File: src/source/calc_pkg.sv
package calc_pkg;

	// field word and register file geometry
	localparam int WORD_W = 16;
	localparam int ADDR_W = 6;
	localparam int MODE_W = 4;

	typedef logic [WORD_W-1:0] word_t;
	typedef logic [ADDR_W-1:0] addr_t;

	// command word, mode in the top bits
	typedef struct packed {
		logic [MODE_W-1:0] mode;
		addr_t opr1;
		addr_t opr2;
		addr_t ret;
	} cmd_t;

	// level-coded host mode
	typedef enum logic [1:0] {
		host_idle = 2'd0,
		host_exec = 2'd1,
		host_load = 2'd2,
		host_read = 2'd3
	} host_mode_e;

	// vector commands, other codes finish without a write
	typedef enum logic [MODE_W-1:0] {
		mode_vadd = 4'd1,
		mode_vsub = 4'd2,
		mode_vneg = 4'd3
	} calc_mode_e;

	typedef enum logic [1:0] {
		st_idle,
		st_issue,
		st_wait,
		st_done
	} seq_state_e;

	// one operation handed to a lane
	typedef struct packed {
		logic valid;
		logic is_sub;
		word_t a;
		word_t b;
	} lane_op_t;

	typedef struct packed {
		logic valid;
		word_t result;
	} lane_res_t;

endpackage

File: src/source/mod_addsub_lane.sv
`timescale 1ns/1ps

module mod_addsub_lane #(
	parameter int MODULUS = 65521
) (
	input logic clk,
	input logic rst_n,
	input calc_pkg::lane_op_t op,
	output calc_pkg::lane_res_t res
);
	import calc_pkg::*;

	// one extra bit for the carry and the borrow
	localparam logic [WORD_W:0] mod_ext = (WORD_W+1)'(MODULUS);

	logic [WORD_W:0] sum;
	logic [WORD_W:0] diff;
	logic [WORD_W:0] nxt;
	logic valid_q;
	word_t result_q;

	always_comb begin
		sum = {1'b0, op.a} + {1'b0, op.b};
		diff = {1'b0, op.a} - {1'b0, op.b};
		if (op.is_sub)
			// borrow wraps, adding the modulus brings it back in range
			nxt = (op.a < op.b) ? diff + mod_ext : diff;
		else
			nxt = (sum >= mod_ext) ? sum - mod_ext : sum;
	end

	always_ff @(posedge clk or negedge rst_n) begin
		if (!rst_n)
			valid_q <= 1'b0;
		else
			valid_q <= op.valid;
	end

	always_ff @(posedge clk) begin
		result_q <= nxt[WORD_W-1:0];
	end

	assign res = '{valid: valid_q, result: result_q};

	a_reduced: assert property (@(posedge clk) disable iff (!rst_n)
		res.valid |-> (res.result < MODULUS));

endmodule

File: config.mk
export PLATFORM = sky130hd
export DESIGN_NAME = mod_addsub_lane
export DESIGN_NICKNAME = d
export VERILOG_FILES = /design/src/source/calc_pkg.sv /design/src/source/mod_addsub_lane.sv
export SDC_FILE = /design/constraint.sdc
export NUM_CORES = 1
export LEC_CHECK = 0
export BUFFER_PORTS_ARGS = -buffer_cell sky130_fd_sc_hd__buf_2
export CORE_MARGIN = 10
export CORE_UTILIZATION = 58
export DETAILED_ROUTE_END_ITERATION = 10
export PLACE_DENSITY_LB_ADDON = 0.05
export SYNTH_ARGS = -nofsm -noshare
export SYNTH_HDL_FRONTEND = slang
export SYNTH_SLANG_ARGS = --single-unit
File: constraint.sdc
create_clock -name clk -period 0.8 [get_ports clk]
set_input_delay 0.04 -clock clk [delete_from_list [all_inputs] [get_ports clk]]
set_output_delay 0.04 -clock clk [all_outputs]
set_load 0.01 [all_outputs]
==> run metrics, run 1 <==
syn avg cell area=approximately 7.5 µm²; dpl ws=-2.55 ns; port bufs=52; hold buffer count at CTS=2; top-count cell post-synth=ha_1; Die X=~94 µm; clk buf depth=2; tool error=[ERROR DPL-0033] detailed placement checks failed during check placement.; Yosys reg bits=17; Stopped at=4_1_cts; asr flop ratio synth=just under 6%; number of synthesis warnings=0; # clock sinks=17; most common flop cell mapped by yosys=dfxtp_1; post-CTS setup buffer count=14; Synth Cell Area=3140 µm²; largest cells by area after synthesis=ha_1 (14%), dfxtp_1 (10%), xnor2_1 (6.4%); H-tree levels=1; Synth top cells by count=ha_1 (35), inv_1 (29), nor2_1 (28), a21oi_1 (25), xnor2_1 (23); Synth cell types=70; status=did not finish; Placer Congestion=a little over 1; top cell type's share of synthesized area=13.9%; Post-CTS Resized=just under 80; largest area contributor in the netlist=ha_1; CTS Root Cell=clkbuf_8; post-synthesis sequential area ratio=between 10% and 20%; EDFF count, synth=0; CTS Buf Count=3; DPL Wire Length=approximately 9.5 mm; Starting Density=between 60% and 70%; DP Area=roughly 4600 µm²; row count=26; Post-Synthesis Net Count=489; die height=93.6 µm; Post-Synthesis Cells=416; # IOs=53
-- cell families after synthesis --
kind of cell	after synthesis	share of synthesized area, %
flops	17	11.0
fa+ha+maj	37	15.2
simple gates	149	26.2
xor+xnor	35	10.2
compound gates	123	28.6
mux	6	1.95
buf+inv	49	6.81
-- metrics by stage --
| stage | cells | hold WS [ns] | utilization, % | TNS (ns) |
|---|---|---|---|---|
| detailed placement | 668 | -0.183 | 88.4 | -39.72 |
| global placement | 668 | -0.186 | 88.4 | -38.68 |
| floorplan | 416 | -0.256 | - | -34.26 |
==> inputs of run 2 (changes only) <==
- CORE_UTILIZATION: 58 -> 40
- PLACE_DENSITY_LB_ADDON: 0.05 -> 0.15
==> run metrics, run 2 <==
status=finished with violations; failing checks=negative setup slack; Tmin final=slightly below 3 ns; crit path kind=in2reg; Area growth syn-to-layout=71.4%; crit-path cells=buf_8, inv_4, ha_4, inv_2, fa_2, a211oi_4, o21bai_2, buf_6, a21oi_4, buf_6, a31oi_4, o2bb2ai_4, or3_4, nor4_4, mux2i_1, or3b_1; Die X=109 µm (+16%); # clock sinks=17 (unchanged); Die Area=11,800 µm²; DRC Markers=0; Period Utilization, post-route=363%; Placer Congestion=0.964 (-6.9%); fin worst setup slack=-2.11 ns; syn avg cell area=7.55 µm² (unchanged); Max VDD drop=0.556 mV; largest cells by area after synthesis=ha_1 (14%), dfxtp_1 (10%), xnor2_1 (6.4%); most common cell after layout, fill and taps aside=buf_4; Worst slew margin=~66%; crit path max-delay cell type=or3_4; Reg with most FFs=result_q; Top Registers=result_q (16), valid_q (1); Worst Setup EP=result_q[12]$_DFF_P_; max-slew violations=0; class of the worst hold path=in2async; final hold vios=0; Crit. End Element=register; H-tree levels=1 (unchanged); CTS tree=done; Leak=about 2.5 nW; gr usage total=between 10% and 20%; Synth Cell Area=3140 µm² (unchanged); largest area contributor in the netlist=ha_1; nets=705; Worst EP required=roughly 0.93 ns; # setup viols final=16; initial drt markers=around 290; Post-Synthesis Net Count=489 (unchanged); CTS Root Cell=clkbuf_8; total gr overflow=0; vias per cell=around 5.5; top cell type's share of synthesized area=13.9% (unchanged); switching part of the total power=a little over two fifths; asr flop ratio synth=5.88% (unchanged); layout cell share with drive strength beyond 1=approximately 50%; clock share of power=between 8 and 9%; die height=109 µm (+16%); final instance area=between 5000 and 6000 µm²; ANT nets after route=0; RSZ-0062 raised after global routing=yes; P_int=around 0.0041 W; # IOs=53 (unchanged); first-pass GRT wire length=~18 mm; CP most frequent cell=buf_6; max cap viols=0; pwr/cell area=1330 nW/µm²; clk buf depth=2 (unchanged); port bufs=52 (unchanged); antenna cells=0; Worst-path clk slew=about 0.060 ns; initial antenna violation count=0; largest net degree at the start of global routing=22; worst setup path start=op[16]; row count=32 (+23%); Final Hold Slack=0.0954 ns; DPL Wire Length=8.84 mm (-6.8%); Post-Synthesis Cells=416 (unchanged); core area=slightly below 8000 µm²; top-count cell post-synth=ha_1; Worst-Margin Slew=roughly 0.51 ns; vias in the first global route=between 4,000 and 5,000; CP arrival=3.04 ns; combinational power share=76.0%; commonest cells after routing, fill and taps aside=buf_4 (169), buf_2 (49), ha_1 (27), inv_1 (26), nor2_1 (26); most common flop cell mapped by yosys=dfxtp_1; crit path max fanout=3; Synth cell types=70 (unchanged); Worst path max stage delay=between 0.4 and 0.5 ns; Largest register FFs=16; DR vias=roughly 4,000; total power=0.00718 W; CTS Buf Count=3 (unchanged); number of synthesis warnings=0 (unchanged); Sequential Power Share=15.3%; post-synthesis sequential area ratio=11.0% (unchanged); EDFF count, synth=0 (unchanged); Sw Pwr=slightly above 0.003 W; Yosys reg bits=17 (unchanged); Wirelength per Cell=roughly 16 µm; Worst Setup Start Kind=input port; WL final=11.7 mm; Synth top cells by count=ha_1 (35), inv_1 (29), nor2_1 (28), a21oi_1 (25), xnor2_1 (23); Initial DRT Pass Iterations=5; fmax=roughly 0.34 GHz; Starting Density=40.9% (-20 points); DP Area=4650 µm² (+1.7%)
==> run 2: worst min-delay path by stage <==
stage | to | startpoint | slack (ns)
floorplan | valid_q$_DFF_PN0_ | rst_n | -0.26
global placement | valid_q$_DFF_PN0_ | rst_n | -0.19
detailed placement | valid_q$_DFF_PN0_ | rst_n | -0.18
CTS | valid_q$_DFF_PN0_ | rst_n | 0.08
global route | valid_q$_DFF_PN0_ | rst_n | 0.11
finish | valid_q$_DFF_PN0_ | rst_n | 0.1
==> run 2: critical path: cells and delay by family <==
family	cells	cell delay (ns)
muxes	1	0.24
AOI/OAI and AO/OA	5	0.77
adders and majority gates	2	0.49
and+or+nand+nor	3	1.06
buffers and inverters	5	0.43
==> run 2: final cells by class <==
class	instances	area [µm²]
multi-input combinational	350	3080
inverter	29	114
timing repair buffer	231	1670
sequential	17	345
clock inverter	1	5.00
tap	102	128
clock buffer	3	41.3
fill	625	2310
==> run 2: layer usage <==
layer,wire (µm),GRT usage (%),vias to the layer above
li1,-,-,1961
met1,5050,23.1,1873
met2,5640,31.6,148
met3,614,1.61,27
met4,351,7.25,0
met5,0,0,-
==> run 2: kinds of logic after synthesis <==
logic type / synth area share, %
AOI/OAI and AO/OA: 28.6
buffers and inverters: 6.81
adders and majority gates: 15.2
muxes: 1.95
DFF: 11.0
xor gates and xnor gates: 10.2
and+or+nand+nor: 26.2
==> run 2: repair_timing <==
| item | CTS | global route |
|---|---|---|
| gates cloned | 0 | 0 |
| setup buffers | 15 | 7 |
| setup endpoints to repair | 16 | 16 |
| hold buffers | 2 | 0 |
| gates resized for setup | 75 | 23 |
| pin swaps | 41 | 24 |
| hold endpoints to repair | 2 | 0 |
==> run 2: power groups by stage <==
stage	Sequential, W	Clock, W	Combinational [W]
2_1_floorplan	0.00124	0	0.00231
3_3_place_gp	0.00112	0	0.00446
3_5_place_dp	0.00112	0	0.00455
4_1_cts	0.00110	0.000652	0.00506
5_1_grt	0.00113	0.000677	0.00585
6_report	0.00110	0.000623	0.00546
==> run 2: stage by stage <==
| step | std cells | util, % | setup TNS, ns | setup WS, ns |
|---|---|---|---|---|
| 2_1_floorplan | 416 | - | -34.26 | -2.30 |
| 3_3_place_gp | 705 | 60.5 | -39.16 | -2.50 |
| 3_5_place_dp | 705 | 60.5 | -40.40 | -2.61 |
| 4_1_cts | 726 | 67.4 | -30.18 | -2.05 |
| 5_1_grt | 733 | 70.0 | -33.02 | -2.20 |
| 6_report | 733 | 70.0 | -31.48 | -2.11 |
No activity file was read; power rests on OpenSTA's default activity.
