[config.mk]
export PLATFORM = sky130hd
export DESIGN_NAME = calc_sequencer
export DESIGN_NICKNAME = d
export VERILOG_FILES = /design/src/source/calc_pkg.sv /design/src/source/calc_sequencer.sv
export SDC_FILE = /design/constraint.sdc
export NUM_CORES = 1
export LEC_CHECK = 0
export BUFFER_PORTS_ARGS = -buffer_cell sky130_fd_sc_hd__buf_2
export CORE_AREA = 10 10 216 218
export CTS_CLUSTER_DIAMETER = 50
export DETAILED_ROUTE_END_ITERATION = 12
export DIE_AREA = 0 0 226 228
export SLEW_MARGIN = 20
export SYNTH_ARGS = -nofsm -noshare
export SYNTH_HDL_FRONTEND = slang
export SYNTH_SLANG_ARGS = --single-unit
[constraint.sdc]
create_clock -name clk -period 32.3 [get_ports clk]
set_input_delay 1.615 -clock clk [delete_from_list [all_inputs] [get_ports clk]]
set_output_delay 1.615 -clock clk [all_outputs]
set_load 0.02 [all_outputs]
[src/source/calc_pkg.sv]
package calc_pkg;

	// field word and register file geometry
	localparam int WORD_W = 16;
	localparam int ADDR_W = 6;
	localparam int MODE_W = 4;

	typedef logic [WORD_W-1:0] word_t;
	typedef logic [ADDR_W-1:0] addr_t;

	// command word, mode in the top bits
	typedef struct packed {
		logic [MODE_W-1:0] mode;
		addr_t opr1;
		addr_t opr2;
		addr_t ret;
	} cmd_t;

	// level-coded host mode
	typedef enum logic [1:0] {
		host_idle = 2'd0,
		host_exec = 2'd1,
		host_load = 2'd2,
		host_read = 2'd3
	} host_mode_e;

	// vector commands, other codes finish without a write
	typedef enum logic [MODE_W-1:0] {
		mode_vadd = 4'd1,
		mode_vsub = 4'd2,
		mode_vneg = 4'd3
	} calc_mode_e;

	typedef enum logic [1:0] {
		st_idle,
		st_issue,
		st_wait,
		st_done
	} seq_state_e;

	// one operation handed to a lane
	typedef struct packed {
		logic valid;
		logic is_sub;
		word_t a;
		word_t b;
	} lane_op_t;

	typedef struct packed {
		logic valid;
		word_t result;
	} lane_res_t;

endpackage

[src/source/calc_sequencer.sv]
`timescale 1ns/1ps

module calc_sequencer #(
	parameter int LANES = 8
) (
	input logic clk,
	input logic rst_n,
	input calc_pkg::host_mode_e host_mode,
	input calc_pkg::cmd_t cmd,
	output calc_pkg::addr_t opr1_base,
	output calc_pkg::addr_t opr2_base,
	input calc_pkg::word_t opr1_words [LANES],
	input calc_pkg::word_t opr2_words [LANES],
	output calc_pkg::lane_op_t lane_ops [LANES],
	output calc_pkg::addr_t ret_base,
	output logic finished
);
	import calc_pkg::*;

	seq_state_e state;
	logic start;
	logic nxt_valid;
	logic nxt_sub;
	logic is_neg;
	word_t nxt_a [LANES];
	word_t nxt_b [LANES];
	logic op_valid_q;
	logic op_sub_q;
	word_t op_a_q [LANES];
	word_t op_b_q [LANES];

	// windows follow the command directly
	assign opr1_base = cmd.opr1;
	assign opr2_base = cmd.opr2;

	assign start = (state == st_idle) && (host_mode == host_exec);
	assign is_neg = (cmd.mode == mode_vneg);

	// decode
	always_comb begin
		nxt_valid = 1'b1;
		nxt_sub = 1'b0;
		case (calc_mode_e'(cmd.mode))
			mode_vadd: nxt_sub = 1'b0;
			mode_vsub: nxt_sub = 1'b1;
			mode_vneg: nxt_sub = 1'b1;
			// unknown code runs the states with nothing issued
			default: nxt_valid = 1'b0;
		endcase
		for (int i = 0; i < LANES; i++) begin
			// negate is zero minus operand 1
			nxt_a[i] = is_neg ? '0 : opr1_words[i];
			nxt_b[i] = is_neg ? opr1_words[i] : opr2_words[i];
		end
	end

	// state and issue strobe
	always_ff @(posedge clk or negedge rst_n) begin
		if (!rst_n) begin
			state <= st_idle;
			op_valid_q <= 1'b0;
		end else begin
			op_valid_q <= start && nxt_valid;
			if (host_mode != host_exec)
				state <= st_idle;
			else begin
				case (state)
					st_idle: state <= st_issue;
					st_issue: state <= st_wait;
					st_wait: state <= st_done;
					default: state <= st_done;
				endcase
			end
		end
	end

	// operands and return base captured once per command
	always_ff @(posedge clk) begin
		if (start) begin
			op_sub_q <= nxt_sub;
			ret_base <= cmd.ret;
			for (int i = 0; i < LANES; i++) begin
				op_a_q[i] <= nxt_a[i];
				op_b_q[i] <= nxt_b[i];
			end
		end
	end

	always_comb begin
		for (int i = 0; i < LANES; i++) begin
			lane_ops[i] = '{valid: op_valid_q, is_sub: op_sub_q, a: op_a_q[i], b: op_b_q[i]};
		end
	end

	assign finished = (state == st_done);

	// host still in execute when finished first shows up
	a_fin_exec: assert property (@(posedge clk) disable iff (!rst_n)
		$rose(finished) |-> (host_mode == host_exec));

endmodule

**After elaboration in Yosys (flattened, before gate mapping)**

Memory sizes are Yosys's and may differ from the RTL's.
Index checks and enable logic that the tools add are counted.

- Bits in registers: 10
- RAM bits: 256
- Bits of input ports: 282
- Memories kept: 2

Memory list:

| memory | depth | width | rd ports | clocked after Yosys merged registers in | write ports | line | RTL |
|---|---|---|---|---|---|---|---|
| op_a_q | 8 | 16 | 8 | 0 | 8 | calc_sequencer.sv:29 | `word_t op_a_q [LANES];` |
| op_b_q | 8 | 16 | 8 | 0 | 8 | calc_sequencer.sv:30 | `word_t op_b_q [LANES];` |

- Eq/ne operators: 7
- Muxes and demuxes: 22
- Reductions and logical operators: 5

Operators with widths:

| kind | count |
|---|---|
| 16-bit two-way mux | 16 |
| 4-bit by 2-bit == test with 1-bit output (second input constant) | 2 |
| 2-bit by 1-bit == test with 1-bit output (second input constant) | 2 |
| 4-bit by 1-bit == test with 1-bit output (second input constant) | 1 |
| 1-bit two-way mux | 4 |
| 2-bit one-hot mux with 2 select lines | 1 |
| 3-bit OR reduction | 1 |
| 2-bit == test (second input constant) | 1 |
| 1-bit logical AND | 2 |
| 2-bit zero test | 1 |
| 2-bit two-way mux | 1 |
| 2-bit by 1-bit inequality test with 1-bit output (second input constant) | 1 |
| 2-bit OR reduction | 1 |

**Longest topological paths before layout**

Gate-level depths: netlist (run 1).

- Word-level depth: 4
- Depth in mapped cells: 4

**Least setup slack after synthesis (run 1)**

OpenSTA, ideal clock, no wires.

- Path kind: input -> register
- Start: in host_mode[1]
- End: mem op_a_q[0][0] in the netlist's numbering (enable)
- Setup time: 1,211 ps
- Arrival time: 19,481 ps
- Data required time: 31,089 ps
- Path slack: 11,608 ps
- Stages: 2
- Cell sequence: nand2b_1 > nor3_1

RTL lines:

| what | line | RTL |
|---|---|---|
| from (decl) | calc_sequencer.sv:8 | `input calc_pkg::host_mode_e host_mode,` |
| to (decl) | calc_sequencer.sv:29 |  |

==> results of run 1 <==
==> final cells by class <==
class                           count  area (um2)
Timing Repair Buffer              553        2790
Fill cell                        4168       27500
Antenna cell                        2        5.00
Clock inverter                     21         246
Clock buffer                       45         998
Inverter                            2        7.51
Tap cell                          546         683
Sequential cell                   266        7970
Multi-Input combinational cell    267        2320
==> Yosys cell counts <==
cell type	count	share of area [%]
nor3_1	1	0.047
a21oi_1	1	0.047
dfrtp_1	3	0.70
mux2_2	128	13
and2_1	1	0.058
buf_2	14	0.65
buf_6	13	1.4
or2_2	1	0.058
edfxtp_1	263	74
and4bb_1	1	0.12
nor2_1	4	0.14
inv_1	2	0.070
buf_4	29	2.0
nor2b_1	128	7.5
nand2b_1	1	0.058
nor4b_1	1	0.082
==> worst register-to-register path, cell delays in order (launching register included) <==
cell and delay, ps:
dfrtp_1 410, nor3_2 260, buf_12 660, buf_4 1090
==> layout by cell type, fill, tap and decap left out, drive strengths merged <==
master / n
a21oi: 1
and2: 1
and4bb: 1
buf: 553
bufinv: 4
clkbuf: 45
clkinv: 8
clkinvlp: 2
dfrtp: 3
diode: 2
edfxtp: 263
inv: 9
mux2: 128
nand2b: 1
nor2: 4
nor2b: 128
nor3: 1
nor4b: 1
or2: 1
==> per-layer routing <==
metal  track usage (%)  wire (um)
met1              13.5      12400
met5                 0         76
met4              4.60        926
met3              5.99       3910
met2              21.4      17000
==> path summary, 6_finish.rpt <==
check                      startpoint            end  cells after the start
max in group asynchronous       rst_n       state[0]                      1
max reg2reg                  state[1]  op_a_q[0][56]                      3
min reg2reg                  state[0]       state[0]                      1
min in group asynchronous       rst_n     op_valid_q                      1
max                           cmd[20]  op_b_q[1][50]                      5
min                          state[0]       state[0]                      1
==> sequential cells by signal, indices dropped and copies added (netlist names) <==
| register | count |
|---|---|
| op_a_q | 128 |
| op_b_q | 128 |
| op_sub_q | 1 |
| op_valid_q | 1 |
| ret_base | 6 |
| state | 2 |
==> kinds of logic (layout without fill, tap and decap cells) <==
group | after synthesis | count (layout) | synth area share, %
buf+inv | 58 | 621 | 4.12
simple gates | 138 | 138 | 8.03
compound gates | 1 | 1 | 0.0466
other cells | 0 | 2 | 0
flops | 266 | 266 | 74.4
mux | 128 | 128 | 13.4
==> power breakdown <==
group           total, W  leakage [nW]  internal (W)  switching (W)
Sequential      0.000404          2.49      0.000400     0.00000416
Combinational  0.0000834          3.04     0.0000344      0.0000490
Clock           0.000409         0.607      0.000255       0.000154
==> metrics by stage <==
step | hold slack (ps) | total power (W) | setup slack [ps]
finish | 527 | 0.000896 | 28260
floorplan | 461 | 0.000468 | 11610
global route | 567 | 0.000934 | 28110
CTS | 519 | 0.000913 | 28270
global placement | 500 | 0.000495 | 27710
detailed placement | 511 | 0.000496 | 27680
==> flow_results.xml, run 1 <==
<?xml version="1.0" encoding="UTF-8"?>
<metrics>
  <group name="placement">
    <metric name="dp_cells" unit="">1634</metric>
    <metric name="dpl.hpwl" unit="mm">26.7</metric>
    <metric name="dpl-instance-area" unit="mm2">0.0138</metric>
    <metric name="numPortBuffers" unit="">548</metric>
    <metric name="finalWeightedCongestion" unit="">0.820</metric>
  </group>
  <group name="die">
    <metric name="design.portCount" unit="">573</metric>
    <metric name="design.die.area" unit="mm2">0.0515</metric>
    <metric name="floorplan.initialDensity" unit="%">25.2</metric>
    <metric name="placementRows" unit="">76</metric>
    <metric name="die_y" unit="um">228</metric>
    <metric name="placeable_area" unit="mm2">0.0425</metric>
    <metric name="die_x" unit="um">226</metric>
  </group>
  <group name="timing">
    <metric name="fin_crit_sh" unit="%">12.5</metric>
    <metric name="headroom_to_the_max_slew_limit" unit="%">28.2</metric>
    <metric name="period_minus_slack" unit="ps">4040</metric>
    <metric name="setup_violations" unit="">0</metric>
    <metric name="worst_pin_slew" unit="ps">1080</metric>
    <metric name="max_clock_freq" unit="GHz">0.248</metric>
    <metric name="setup-tns-final" unit="ps">0</metric>
    <metric name="grt_setup_unrepaired" unit="">no</metric>
    <metric name="skew" unit="ps">15.8</metric>
    <metric name="slew_violations" unit="">0</metric>
    <metric name="total_count_of_hold_check_failures_in_the_final_report" unit="">0</metric>
  </group>
  <group name="final_layout">
    <metric name="post_synthesis_to_final_layout_area_growth" unit="%">40.1</metric>
    <metric name="layout.cells.non_filler" unit="">1702</metric>
    <metric name="final_core_util" unit="%">35.3</metric>
    <metric name="nets" unit="">1409</metric>
    <metric name="final_area" unit="mm2">0.0150</metric>
    <metric name="layout-drive-gt1-share" unit="%">64.2</metric>
  </group>
  <group name="clock_tree">
    <metric name="tritoncts_clock_tree" unit="">done</metric>
    <metric name="tritoncts_num_sinks" unit="">266</metric>
    <metric name="htreeDepth" unit="">2</metric>
    <metric name="insertion_delay" unit="ps">530</metric>
    <metric name="cts-root-buf" unit="">clkbuf_16</metric>
    <metric name="clock_tree.buffer_depth" unit="">3</metric>
    <metric name="total_of_hold_buffers_inserted_after_clock_tree_synthesis" unit="">0</metric>
    <metric name="resized_after_cts" unit="">0</metric>
    <metric name="cts_post_setup_buffers_inserted" unit="">0</metric>
    <metric name="clkSlewWorstSetupHoldPaths" unit="ps">50</metric>
    <metric name="total_clock_buffers_created_by_cts" unit="">37</metric>
  </group>
  <group name="grt">
    <metric name="grt_start_max_net_pins" unit="">183</metric>
    <metric name="first_global_vias" unit="">7434</metric>
    <metric name="grt_use_total" unit="%">12.7</metric>
    <metric name="grt_pass1_wl" unit="mm">49.0</metric>
    <metric name="antenna_found_initial" unit="">10</metric>
    <metric name="globalRouteOverflowTotal" unit="">0</metric>
  </group>
  <group name="synthesis">
    <metric name="unique_masters_post_synth" unit="">16</metric>
    <metric name="yosys_register_bits" unit="">266</metric>
    <metric name="synth_nets" unit="">873</metric>
    <metric name="syn-instance-count" unit="">591</metric>
    <metric name="synth.cell_area" unit="mm2">0.0107</metric>
    <metric name="syn_avg_cell_area" unit="um2">18.1</metric>
    <metric name="synth_warnings" unit="">0</metric>
    <metric name="synth_seq_area_share" unit="%">74.4</metric>
  </group>
  <group name="drt">
    <metric name="drt_drc_violations_left" unit="">0</metric>
    <metric name="final_routed_wire_length_divided_by_cell_count" unit="um">20.2</metric>
    <metric name="detail_route.vias_per_cell" unit="">4.05</metric>
    <metric name="drt.antenna.violating_nets" unit="">0</metric>
    <metric name="drt-initial-drc-count" unit="">355</metric>
    <metric name="dr_total_vias" unit="">6894</metric>
    <metric name="wl" unit="mm">34.4</metric>
    <metric name="drt-pass1-iter-count" unit="">4</metric>
  </group>
  <group name="min_path">
    <metric name="hold_path_class" unit="">reg2reg</metric>
  </group>
  <group name="setup_path">
    <metric name="max_incr_delay_on_cp" unit="ps">820</metric>
    <metric name="crit_buf_inv" unit="">3</metric>
    <metric name="sequence_of_cells_on_the_critical_path" unit="">buf_2, and4bb_4, buf_4, buf_4, mux2_2</metric>
    <metric name="critical_path.top_delay_family" unit="">buffers and inverters</metric>
    <metric name="worstSetupEndpointType" unit="">register</metric>
    <metric name="setup.worst_path.start_class" unit="">primary input</metric>
    <metric name="worst-path-max-fanout" unit="">78</metric>
    <metric name="worst_ep_arrival_time" unit="ps">4310</metric>
    <metric name="setup.reg_to_reg.worst_slack" unit="ps">29410</metric>
    <metric name="type_of_the_worst_setup_path" unit="">in2reg</metric>
    <metric name="timing.critical_path.slowest_stage_cell" unit="">buf_4</metric>
    <metric name="path_common_cell" unit="">buf_4</metric>
    <metric name="critical_path_required" unit="ps">32570</metric>
  </group>
  <group name="pwr">
    <metric name="leakagePower" unit="nW">6.13</metric>
    <metric name="power.density" unit="mW/mm2">59.7</metric>
    <metric name="max-vdd-ir-drop" unit="mV">0.0319</metric>
  </group>
  <group name="flow_run">
    <metric name="maxCapViolations" unit="">0</metric>
  </group>
  <group name="outcome">
    <metric name="outcome" unit="">finished clean</metric>
  </group>
</metrics>
Note: power is estimated with default switching activity, not from simulation.
==> run 2, diff against run 1 <==
--- a/config.mk
+++ b/config.mk
@@ -6,10 +6,10 @@
 export NUM_CORES = 1
 export LEC_CHECK = 0
 export BUFFER_PORTS_ARGS = -buffer_cell sky130_fd_sc_hd__buf_2
-export CORE_AREA = 10 10 216 218
+export CORE_AREA = 10 10 213 215
 export CTS_CLUSTER_DIAMETER = 50
 export DETAILED_ROUTE_END_ITERATION = 12
-export DIE_AREA = 0 0 226 228
+export DIE_AREA = 0 0 223 225
 export SLEW_MARGIN = 20
 export SYNTH_ARGS = -nofsm -noshare
 export SYNTH_HDL_FRONTEND = slang
==> constraint.sdc (replaced) <==
create_clock -name clk -period 4.1 [get_ports clk]
set_input_delay 0.205 -clock clk [delete_from_list [all_inputs] [get_ports clk]]
set_output_delay 0.205 -clock clk [all_outputs]
set_load 0.02 [all_outputs]
==> run 2 against run 1 <==
Net effect: the run now fails in clock tree synthesis; synthesized area is the same; synthesized cell count unchanged.
==> flow_results.xml, run 2 <==
<?xml version="1.0" encoding="UTF-8"?>
<metrics>
  <group name="placement">
    <metric name="dp_cells" unit="">1629</metric>
    <metric name="finalWeightedCongestion" unit="">0.792</metric>
    <metric name="dpl-instance-area" unit="mm2">0.0138</metric>
    <metric name="numPortBuffers" unit="">548</metric>
    <metric name="dpl.hpwl" unit="mm">26.7</metric>
  </group>
  <group name="synthesis">
    <metric name="synth.cell_area" unit="mm2">0.0107</metric>
    <metric name="synth_enable_flop_cells" unit="">263</metric>
    <metric name="commonest_cells_in_the_netlist" unit="">edfxtp_1 (263), mux2_2 (128), nor2b_1 (128)</metric>
    <metric name="syn-instance-count" unit="">591</metric>
    <metric name="ys_dominant_reg_cell" unit="">edfxtp_1</metric>
    <metric name="synth.top_cells.by_area" unit="">edfxtp_1 (74%), mux2_2 (13%), nor2b_1 (7.5%), buf_4 (2.0%), buf_6 (1.4%)</metric>
    <metric name="syn_avg_cell_area" unit="um2">18.1</metric>
    <metric name="yosys_register_bits" unit="">266</metric>
    <metric name="synth_warnings" unit="">0</metric>
    <metric name="synth.top_cell.area_share" unit="%">73.7</metric>
    <metric name="synth_nets" unit="">873</metric>
    <metric name="synth_largest_area_cell" unit="">edfxtp_1</metric>
    <metric name="synthMostInstantiatedCell" unit="">edfxtp_1</metric>
    <metric name="synth_seq_area_share" unit="%">74.4</metric>
    <metric name="unique_masters_post_synth" unit="">16</metric>
    <metric name="async_reset_ff_share" unit="%">1.13</metric>
  </group>
  <group name="clock_tree">
    <metric name="resized_after_cts" unit="">0</metric>
    <metric name="htreeDepth" unit="">2</metric>
    <metric name="tritoncts_num_sinks" unit="">266</metric>
    <metric name="cts_post_setup_buffers_inserted" unit="">0</metric>
    <metric name="total_clock_buffers_created_by_cts" unit="">36</metric>
    <metric name="clock_tree.buffer_depth" unit="">3</metric>
    <metric name="total_of_hold_buffers_inserted_after_clock_tree_synthesis" unit="">341</metric>
    <metric name="cts-root-buf" unit="">clkbuf_16</metric>
  </group>
  <group name="outcome">
    <metric name="toolErrorMsg" unit="">[ERROR RSZ-0060] Max buffer count reached.</metric>
    <metric name="outcome.stop_stage" unit="">clock tree synthesis</metric>
    <metric name="outcome" unit="">did not finish</metric>
  </group>
  <group name="die">
    <metric name="design.portCount" unit="">573</metric>
    <metric name="die_y" unit="um">225</metric>
    <metric name="die_x" unit="um">223</metric>
    <metric name="placementRows" unit="">75</metric>
    <metric name="floorplan.initialDensity" unit="%">25.9</metric>
  </group>
</metrics>
[run 2: cell counts after synthesis]
No cell type changed its count.
[run 2: metrics by stage]
step / hold WS, ps / TNS (ps) / worst slack (ps)
after floorplan: -90.6 / -795240 / -3020
after global placement: 1.55 / 0 / 1910
after detailed placement: 3.03 / 0 / 1880
[run 2: logic make-up after synthesis]
| kind of cell | count (synthesis) | share of synthesized area, % |
|---|---|---|
| mux | 128 | 13.4 |
| flops | 266 | 74.4 |
| compound gates | 1 | 0.0466 |
| buf+inv | 58 | 4.12 |
| simple gates | 138 | 8.03 |
==> run 3, diff against run 2 <==
--- a/config.mk
+++ b/config.mk
@@ -7,9 +7,9 @@
 export LEC_CHECK = 0
 export BUFFER_PORTS_ARGS = -buffer_cell sky130_fd_sc_hd__buf_2
 export CORE_AREA = 10 10 213 215
-export CTS_CLUSTER_DIAMETER = 50
 export DETAILED_ROUTE_END_ITERATION = 12
 export DIE_AREA = 0 0 223 225
+export PLACE_DENSITY_LB_ADDON = 0.15
 export SLEW_MARGIN = 20
 export SYNTH_ARGS = -nofsm -noshare
 export SYNTH_HDL_FRONTEND = slang
==> run 3 against run 2 <==
Net effect: the flow again stops in clock tree synthesis; synthesized area stayed put; synthesized cell count unchanged.
==> flow_results.xml, run 3 <==
<?xml version="1.0" encoding="UTF-8"?>
<metrics>
  <group name="clock_tree">
    <metric name="htreeDepth" unit="">1</metric>
    <metric name="cts-root-buf" unit="">clkbuf_16</metric>
    <metric name="resized_after_cts" unit="">0</metric>
    <metric name="cts_post_setup_buffers_inserted" unit="">0</metric>
    <metric name="tritoncts_num_sinks" unit="">266</metric>
    <metric name="clock_tree.buffer_depth" unit="">3</metric>
    <metric name="total_of_hold_buffers_inserted_after_clock_tree_synthesis" unit="">339</metric>
    <metric name="total_clock_buffers_created_by_cts" unit="">30</metric>
  </group>
  <group name="die">
    <metric name="placementRows" unit="">75</metric>
    <metric name="design.portCount" unit="">573</metric>
    <metric name="die_x" unit="um">223</metric>
    <metric name="die_y" unit="um">225</metric>
    <metric name="floorplan.initialDensity" unit="%">25.9</metric>
  </group>
  <group name="synthesis">
    <metric name="synth_largest_area_cell" unit="">edfxtp_1</metric>
    <metric name="commonest_cells_in_the_netlist" unit="">edfxtp_1 (263), mux2_2 (128), nor2b_1 (128)</metric>
    <metric name="async_reset_ff_share" unit="%">1.13</metric>
    <metric name="synth.cell_area" unit="mm2">0.0107</metric>
    <metric name="synth.top_cells.by_area" unit="">edfxtp_1 (74%), mux2_2 (13%), nor2b_1 (7.5%), buf_4 (2.0%), buf_6 (1.4%)</metric>
    <metric name="yosys_register_bits" unit="">266</metric>
    <metric name="syn-instance-count" unit="">591</metric>
    <metric name="synth.top_cell.area_share" unit="%">73.7</metric>
    <metric name="synth_warnings" unit="">0</metric>
    <metric name="synth_enable_flop_cells" unit="">263</metric>
    <metric name="unique_masters_post_synth" unit="">16</metric>
    <metric name="ys_dominant_reg_cell" unit="">edfxtp_1</metric>
    <metric name="syn_avg_cell_area" unit="um2">18.1</metric>
    <metric name="synth_seq_area_share" unit="%">74.4</metric>
    <metric name="synth_nets" unit="">873</metric>
    <metric name="synthMostInstantiatedCell" unit="">edfxtp_1</metric>
  </group>
  <group name="placement">
    <metric name="finalWeightedCongestion" unit="">0.755</metric>
    <metric name="dpl.hpwl" unit="mm">28.3</metric>
    <metric name="numPortBuffers" unit="">548</metric>
    <metric name="dp_cells" unit="">1632</metric>
    <metric name="dpl-instance-area" unit="mm2">0.0139</metric>
  </group>
  <group name="outcome">
    <metric name="toolErrorMsg" unit="">[ERROR RSZ-0060] Max buffer count reached.</metric>
    <metric name="outcome" unit="">did not finish</metric>
    <metric name="outcome.stop_stage" unit="">clock tree synthesis</metric>
  </group>
</metrics>
-- run 3: cell counts after synthesis --
Identical to the previous run, type by type.
-- run 3: cells by family after synthesis --
family                 after synthesis  share of synthesized area (%)
muxes                              128                           13.4
DFF                                266                           74.4
AOI/OAI and AO/OA                    1                         0.0466
buffers and inverters               58                           4.12
and+or+nand+nor                    138                           8.03
-- run 3: stage by stage --
step	setup TNS [ps]	setup slack [ps]	hold WS, ps	utilization [%]
after detailed placement	0	1820	13.6	33.5
after floorplan	-795240	-3020	-90.6	-
after global placement	0	1840	7.95	33.5
